$ cat src/verilog/mm_sched_pkg.sv
package mm_sched_pkg;

    localparam int DIM_W      = 4;
    localparam int BLOCK_HALF = 4;     // A dimension above this is split in two
    localparam int NUM_OPS    = 8;
    localparam int OP_W       = 3;
    localparam int ORDER_W    = 4;
    localparam int ADDR_W     = 3;
    localparam int BURST_LEN  = 4;
    localparam int FIFO_DEPTH = 4;     // Power of two so the pointers wrap

    localparam int BEAT_W     = $clog2(BURST_LEN);
    localparam int FIFO_AW    = $clog2(FIFO_DEPTH);
    localparam int FIFO_CW    = $clog2(FIFO_DEPTH + 1);

    // Block orders 3 and 4 live in the upper half of each memory
    localparam int ORDER_HI   = 3;

    localparam int FSM_W = 2;
    localparam logic [FSM_W-1:0] FETCH_IDLE  = 2'd0;
    localparam logic [FSM_W-1:0] FETCH_BURST = 2'd1;
    localparam logic [FSM_W-1:0] FETCH_WAIT  = 2'd2;

    // Matrix dimensions with M in the top nibble
    typedef struct packed {
        logic [DIM_W-1:0] m;
        logic [DIM_W-1:0] n;
        logic [DIM_W-1:0] t;
    } mnt_t;

    // Operation index k-1 with one select bit per dimension half
    typedef struct packed {
        logic t_sel;
        logic m_sel;
        logic n_sel;
    } op_t;

    typedef struct packed {
        logic [ORDER_W-1:0] i_order;   // Input block
        logic [ORDER_W-1:0] w_order;   // Weight block
    } orders_t;

    // Read request to input and weight memories
    typedef struct packed {
        logic              en_i;
        logic [ADDR_W-1:0] addr_i;
        logic              en_w;
        logic [ADDR_W-1:0] addr_w;
    } mem_req_t;

endpackage

$ cat src/verilog/op_sequencer.sv
`timescale 1ns/100ps

module op_sequencer (
    input  logic               CLK,
    input  logic               RSTN,
    input  logic               i_start,
    input  mm_sched_pkg::mnt_t i_mnt,
    input  logic               i_full,
    output logic               o_push,
    output mm_sched_pkg::op_t  o_push_op
);

    import mm_sched_pkg::*;

    logic               busy;
    mnt_t               mnt_q;
    logic [NUM_OPS-1:0] op_mask;
    logic [OP_W-1:0]    cur_idx;
    logic [OP_W-1:0]    next_idx;
    logic               hit;
    logic               more_ops;   // Another enabled index above next_idx

    // Op k-1 runs when each of its select bits points at a large dimension
    function automatic logic [NUM_OPS-1:0] build_mask(input mnt_t dims);
        logic [NUM_OPS-1:0] mask;
        logic               t_big;
        logic               m_big;
        logic               n_big;
        op_t                op;
        t_big = (dims.t > DIM_W'(BLOCK_HALF));
        m_big = (dims.m > DIM_W'(BLOCK_HALF));
        n_big = (dims.n > DIM_W'(BLOCK_HALF));
        for (int k = 0; k < NUM_OPS; k++) begin
            op      = op_t'(OP_W'(k));
            mask[k] = (!op.t_sel || t_big) && (!op.m_sel || m_big) && (!op.n_sel || n_big);
        end
        return mask;
    endfunction

    assign op_mask = build_mask(mnt_q);

    // Lowest enabled index at or above cur_idx
    always_comb begin
        hit      = 1'b0;
        more_ops = 1'b0;
        next_idx = cur_idx;
        for (int i = NUM_OPS - 1; i >= 0; i--) begin
            if (op_mask[i] && (OP_W'(i) >= cur_idx)) begin
                more_ops = hit;     // A previous hit sits higher up
                hit      = 1'b1;
                next_idx = OP_W'(i);
            end
        end
    end

    assign o_push    = busy && hit;
    assign o_push_op = op_t'(next_idx);

    always_ff @(posedge CLK or negedge RSTN) begin
        if (!RSTN) begin
            busy    <= 1'b0;
            cur_idx <= '0;
        end else if (!busy) begin
            if (i_start) begin
                busy    <= 1'b1;
                cur_idx <= '0;
            end
        end else if (o_push && !i_full) begin
            cur_idx <= next_idx + OP_W'(1);
            busy    <= more_ops;   // Idle after the last enabled op
        end
    end

    always_ff @(posedge CLK) begin
        if (i_start && !busy) begin
            mnt_q <= i_mnt;
        end
    end

endmodule

$ cat src/verilog/op_fifo.sv
`timescale 1ns/100ps

module op_fifo (
    input  logic              CLK,
    input  logic              RSTN,
    input  logic              i_push,
    input  mm_sched_pkg::op_t i_push_op,
    input  logic              i_pop,
    output logic              o_full,
    output logic              o_empty,
    output mm_sched_pkg::op_t o_head_op
);

    import mm_sched_pkg::*;

    op_t                mem [FIFO_DEPTH];
    logic [FIFO_AW-1:0] wr_ptr;
    logic [FIFO_AW-1:0] rd_ptr;
    logic [FIFO_CW-1:0] count;
    logic               wr_en;
    logic               rd_en;

    assign o_full  = (count == FIFO_CW'(FIFO_DEPTH));
    assign o_empty = (count == '0);

    assign wr_en = i_push && !o_full;    // Rejected while full
    assign rd_en = i_pop && !o_empty;

    assign o_head_op = mem[rd_ptr];

    always_ff @(posedge CLK or negedge RSTN) begin
        if (!RSTN) begin
            wr_ptr <= '0;
            rd_ptr <= '0;
            count  <= '0;
        end else begin
            if (wr_en) begin
                wr_ptr <= wr_ptr + FIFO_AW'(1);
            end
            if (rd_en) begin
                rd_ptr <= rd_ptr + FIFO_AW'(1);
            end
            case ({wr_en, rd_en})
                2'b10:   count <= count + FIFO_CW'(1);
                2'b01:   count <= count - FIFO_CW'(1);
                default: count <= count;   // Both or neither
            endcase
        end
    end

    always_ff @(posedge CLK) begin
        if (wr_en) begin
            mem[wr_ptr] <= i_push_op;
        end
    end

endmodule

$ cat src/verilog/block_fetch.sv
`timescale 1ns/100ps

module block_fetch (
    input  logic                   CLK,
    input  logic                   RSTN,
    input  logic                   i_empty,
    input  mm_sched_pkg::op_t      i_head_op,
    input  logic                   i_operation_done,
    output logic                   o_pop,
    output logic                   o_op_start,
    output mm_sched_pkg::orders_t  o_orders,
    output mm_sched_pkg::mem_req_t o_mem
);

    import mm_sched_pkg::*;

    logic [FSM_W-1:0]  state;
    logic [BEAT_W-1:0] beat;
    logic              last_beat;
    logic              in_burst;
    orders_t           orders_q;
    orders_t           head_orders;

    // Take the next op as soon as the previous one is done
    assign o_pop      = (state == FETCH_IDLE) && !i_empty;
    assign o_op_start = o_pop;

    // Select bits read as a binary offset from block 1
    always_comb begin
        head_orders.i_order = ORDER_W'({i_head_op.t_sel, i_head_op.n_sel}) + ORDER_W'(1);
        head_orders.w_order = ORDER_W'({i_head_op.m_sel, i_head_op.n_sel}) + ORDER_W'(1);
    end

    assign o_orders = o_op_start ? head_orders : orders_q;   // New orders on the start cycle

    assign in_burst  = (state == FETCH_BURST);
    assign last_beat = (beat == BEAT_W'(BURST_LEN - 1));

    always_ff @(posedge CLK or negedge RSTN) begin
        if (!RSTN) begin
            state    <= FETCH_IDLE;
            beat     <= '0;
            orders_q <= '0;
        end else begin
            case (state)
                FETCH_IDLE: begin
                    if (o_pop) begin
                        state    <= FETCH_BURST;
                        beat     <= '0;
                        orders_q <= head_orders;
                    end
                end
                FETCH_BURST: begin
                    if (last_beat) begin
                        state <= FETCH_WAIT;
                        beat  <= '0;
                    end else begin
                        beat <= beat + BEAT_W'(1);
                    end
                end
                FETCH_WAIT: begin
                    if (i_operation_done) begin
                        state <= FETCH_IDLE;
                    end
                end
                default: begin
                    state <= FETCH_IDLE;
                end
            endcase
        end
    end

    // Upper half for blocks 3 and 4, beat number in the low bits
    always_comb begin
        o_mem = '0;
        if (in_burst) begin
            o_mem.en_i   = 1'b1;
            o_mem.addr_i = {(orders_q.i_order >= ORDER_W'(ORDER_HI)), beat};
            o_mem.en_w   = 1'b1;
            o_mem.addr_w = {(orders_q.w_order >= ORDER_W'(ORDER_HI)), beat};
        end
    end

endmodule

$ cat src/verilog/mm_block_sched.sv
`timescale 1ns/100ps

module mm_block_sched (
    input  logic                   CLK,
    input  logic                   RSTN,
    input  logic                   i_start,
    input  mm_sched_pkg::mnt_t     i_mnt,
    input  logic                   i_operation_done,
    output logic                   o_op_start,
    output mm_sched_pkg::orders_t  o_orders,
    output mm_sched_pkg::mem_req_t o_mem
);

    import mm_sched_pkg::*;

    logic push;
    op_t  push_op;
    logic fifo_full;
    logic fifo_empty;
    op_t  head_op;
    logic pop;

    // Queues the enabled ops of a job
    op_sequencer u_seq (
        .CLK       (CLK),
        .RSTN      (RSTN),
        .i_start   (i_start),
        .i_mnt     (i_mnt),
        .i_full    (fifo_full),
        .o_push    (push),
        .o_push_op (push_op)
    );

    op_fifo u_fifo (
        .CLK       (CLK),
        .RSTN      (RSTN),
        .i_push    (push),
        .i_push_op (push_op),
        .i_pop     (pop),
        .o_full    (fifo_full),
        .o_empty   (fifo_empty),
        .o_head_op (head_op)
    );

    // Paced by i_operation_done
    block_fetch u_fetch (
        .CLK              (CLK),
        .RSTN             (RSTN),
        .i_empty          (fifo_empty),
        .i_head_op        (head_op),
        .i_operation_done (i_operation_done),
        .o_pop            (pop),
        .o_op_start       (o_op_start),
        .o_orders         (o_orders),
        .o_mem            (o_mem)
    );

endmodule

$ cat config.mk
export PLATFORM = sky130hd
export DESIGN_NAME = mm_block_sched
export DESIGN_NICKNAME = d
export VERILOG_FILES = /design/src/verilog/mm_sched_pkg.sv /design/src/verilog/op_sequencer.sv /design/src/verilog/op_fifo.sv /design/src/verilog/block_fetch.sv /design/src/verilog/mm_block_sched.sv
export SDC_FILE = /design/constraint.sdc
export NUM_CORES = 1
export LEC_CHECK = 0
export BUFFER_PORTS_ARGS = -buffer_cell sky130_fd_sc_hd__buf_2
export CAP_MARGIN = 20
export CORE_MARGIN = 3
export CORE_UTILIZATION = 50
export DETAILED_ROUTE_END_ITERATION = 8
export PLACE_DENSITY_LB_ADDON = 0.3
export SLEW_MARGIN = 20
export SYNTH_ARGS = -nofsm -noshare
export SYNTH_HDL_FRONTEND = slang
export SYNTH_SLANG_ARGS = --single-unit
$ cat constraint.sdc
create_clock -name CLK -period 3.01 [get_ports CLK]
set_input_delay 0.301 -clock CLK [delete_from_list [all_inputs] [get_ports CLK]]
set_output_delay 0.301 -clock CLK [all_outputs]
set_load 0.02 [all_outputs]
==> results.cfg <==
[worst_setup_path]
reg2reg_setup_slack_ns = 0.52
critPathSlowestCell = o41ai_2
crit_required_ns = 3.24
slowest_delay_ns = 0.44
critPathKind = reg2reg
cp_max_fo = 5
critPathTopFamily = compound AO/OA/AOI/OAI gates
critical_path.cell_chain = o21a_1 -> o41ai_2 -> a31oi_1 -> inv_1 -> ha_1 -> inv_1 -> fa_1 -> xor2_1 -> nor2_1 -> xor2_1
path_buf_inv = 2
arrival_ns = 2.71
worstSetupStartpointType = flip-flop
endpoint_kind = flip-flop

[global_route]
grt_max_degree = 24
grt.total_usage_pct = 16.0
grt_pass1_vias = 1338
grt_pass1_wl_mm = 6.41
antenna_found_initial = 0
grt.overflow.total = 0

[cells_and_area]
areaGrowthSynthToFinish_pct = 13.6
nets = 232
final_cell_mix = buf_2, edfxtp_1, dfrtp_1, nand2_1, inv_1
diodes = 0
layout-drive-gt1-share_pct = 26.6
nFillCells = 334
final_common_cell = buf_2

[synthesis]
synthMuxAreaShare_pct = 7.93
ys_ff_latch = 47
synth_ff_type = edfxtp_1
synth_fp_nets = 198
ys_seq_area_share_pct = 57.8
synth_area_leaders = edfxtp_1, dfrtp_1, ha_1, mux2_2, mux4_2
synthCells = 172
ys_warn_count = 0
synthAdderAreaFrac_pct = 6.81
synth_cell_types = 43
synth_top_family_by_area = compound AO/OA/AOI/OAI gates
synth-edff-count = 24
yosys.area.top_type = edfxtp_1
synth_top_area_share_pct = 32.2
synth_xor_area_share_pct = 2.35
synthSimpleGateAreaFrac_pct = 9.60
syn_avg_cell_area_um2 = 13.0
netlist_area_um2 = 2240
synth-compound-area-share_pct = 11.3
async_flop_share_pct = 48.9

[floorplan]
die_y_um = 72.9
dieArea_um2 = 5320
start_util_pct = 53.7
core_um2 = 4170
io_pins = 33
fp.dieW_um = 72.9
rows = 23

[power_and_ir_drop]
p_leak_nw = 1.09
p_per_area_nw_per_um2 = 1190
irDropWorstVdd_uv = 571

[timing]
setup-tns-final_ns = 0
fin_crit_sh_pct = 82.6
fmax_mhz = 402
final-max-slew-violation-count = 0
final-setup-viol-count = 0
hold_viol = 0
worst_pin_slew_ns = 0.524
setup_slack_ns = 0.525
fin_crit_ns = 2.49
relSlewSlack_pct = 65.1
fin_worst_skew_ns = 0.00768
rsz0062_at_grt = no

[cts]
cts_root_buffer = clkbuf_8
cts_resized = 0
cts_buffer_depth = 2
cts_buffers = 5
htreeDepth = 2
insertion_delay_ns = 0.30
clkTransAtPathRegs_ns = 0.09
cts.sinks = 47
cts_tree = built

[place]
place_ws_ns = 0.608
portBuffers = 32
gp_congestion = 0.961
hpwlAfterDp_mm = 2.79

[drt]
routed_wl_mm = 3.85
ant_nets = 0
avgRoutedWirePerCell_um = 15.0
viasPerCell = 5.53
drt_iter0_drc = 95
vias = 1422
drc = 0
first_pass_iters = 4

[outcome]
run_status = finished, final reports clean

[hold_path]
holdCritPathClass = in2reg

[job]
cap_violations = 0
[registers in the layout, summed over array words and instances (netlist names)]
name              flops
u_fetch.state         2
u_fifo.count          3
u_fifo.wr_ptr         2
u_seq.mnt_q          12
u_seq.cur_idx         3
u_fetch.beat          2
u_seq.busy            1
u_fetch.orders_q      8
u_fifo.rd_ptr         2
u_fifo.mem           12
[where the power goes]
group          internal, mW  total (mW)  switching [mW]
clock network         0.243       0.449           0.206
logic                 0.634        1.45           0.817
registers             0.951        1.12           0.172
[through the flow]
step	utilization [%]	instances	total power, mW	hold slack [ns]	instance area [µm²]
CTS	61.0	257	3.04	0.166	2550
finish	61.0	257	3.02	0.172	2550
detailed placement	58.2	248	2.59	0.319	2430
global route	61.0	257	3.25	0.162	2550
floorplan	-	172	2.25	0.00541	2240
global placement	58.2	248	2.50	0.294	2430
[per-layer routing]
layer | vias to the layer above | global-route usage, % | wire length [µm]
met5 | - | 0 | 0
met4 | 0 | 6.15 | 63
met3 | 6 | 4.27 | 242
met2 | 52 | 26.4 | 1890
met1 | 676 | 20.1 | 1660
li1 | 688 | - | -
[kinds of logic after synthesis]
family | after synthesis
DFF | 47
and+or+nand+nor | 42
AOI/OAI and AO/OA | 34
buffers and inverters | 18
muxes | 13
adders and majority gates | 12
xor gates and xnor gates | 6
[cells in the mapped netlist (all sizes together) (3+ instances only)]
| master | number |
|---|---|
| buf | 7 |
| ha | 9 |
| mux4 | 3 |
| nor3 | 3 |
| nor2 | 8 |
| dfrtp | 23 |
| nand2 | 11 |
| nand2b | 4 |
| o21a | 8 |
| and2 | 6 |
| o21ai | 7 |
| nor2b | 4 |
| inv | 10 |
| xor2 | 3 |
| xnor2 | 3 |
| mux2 | 8 |
| edfxtp | 24 |
[area by class of cell]
cell class	instances	area, µm²	area share, %
Sequential cell	47	1300	50.9
Multi-Input combinational cell	107	857	33.7
Timing Repair Buffer	35	185	7.27
Clock buffer	5	68.8	2.70
Tap cell	50	62.6	2.46
Clock inverter	3	38.8	1.52
Inverter	10	37.5	1.47
[timing repair]
item | CTS | global route
hold endpoints to repair | 23 | 0
setup buffers | 0 | 0
hold buffers | 1 | 0
[worst paths after layout]
| kind | depth (start not counted) | start | endpoint |
|---|---|---|---|
| setup / recovery | 10 | u_seq.mnt_q[9]$_DFFE_PP_ | u_fifo.count[2]$_DFFE_PN0P_ |
| hold / removal | 1 | i_mnt[4] | u_seq.mnt_q[4]$_DFFE_PP_ |
| setup reg to reg | 10 | u_seq.mnt_q[9]$_DFFE_PP_ | u_fifo.count[2]$_DFFE_PN0P_ |
| hold reg to reg | 1 | u_fetch.state[0]$_DFFE_PN0P_ | u_fetch.state[1]$_DFFE_PN0P_ |
| max in group asynchronous | 2 | RSTN | u_fifo.wr_ptr[0]$_DFFE_PN0P_ |
| min in group asynchronous | 2 | RSTN | u_fetch.state[0]$_DFFE_PN0P_ |
No activity file was read; power rests on OpenSTA's default activity.
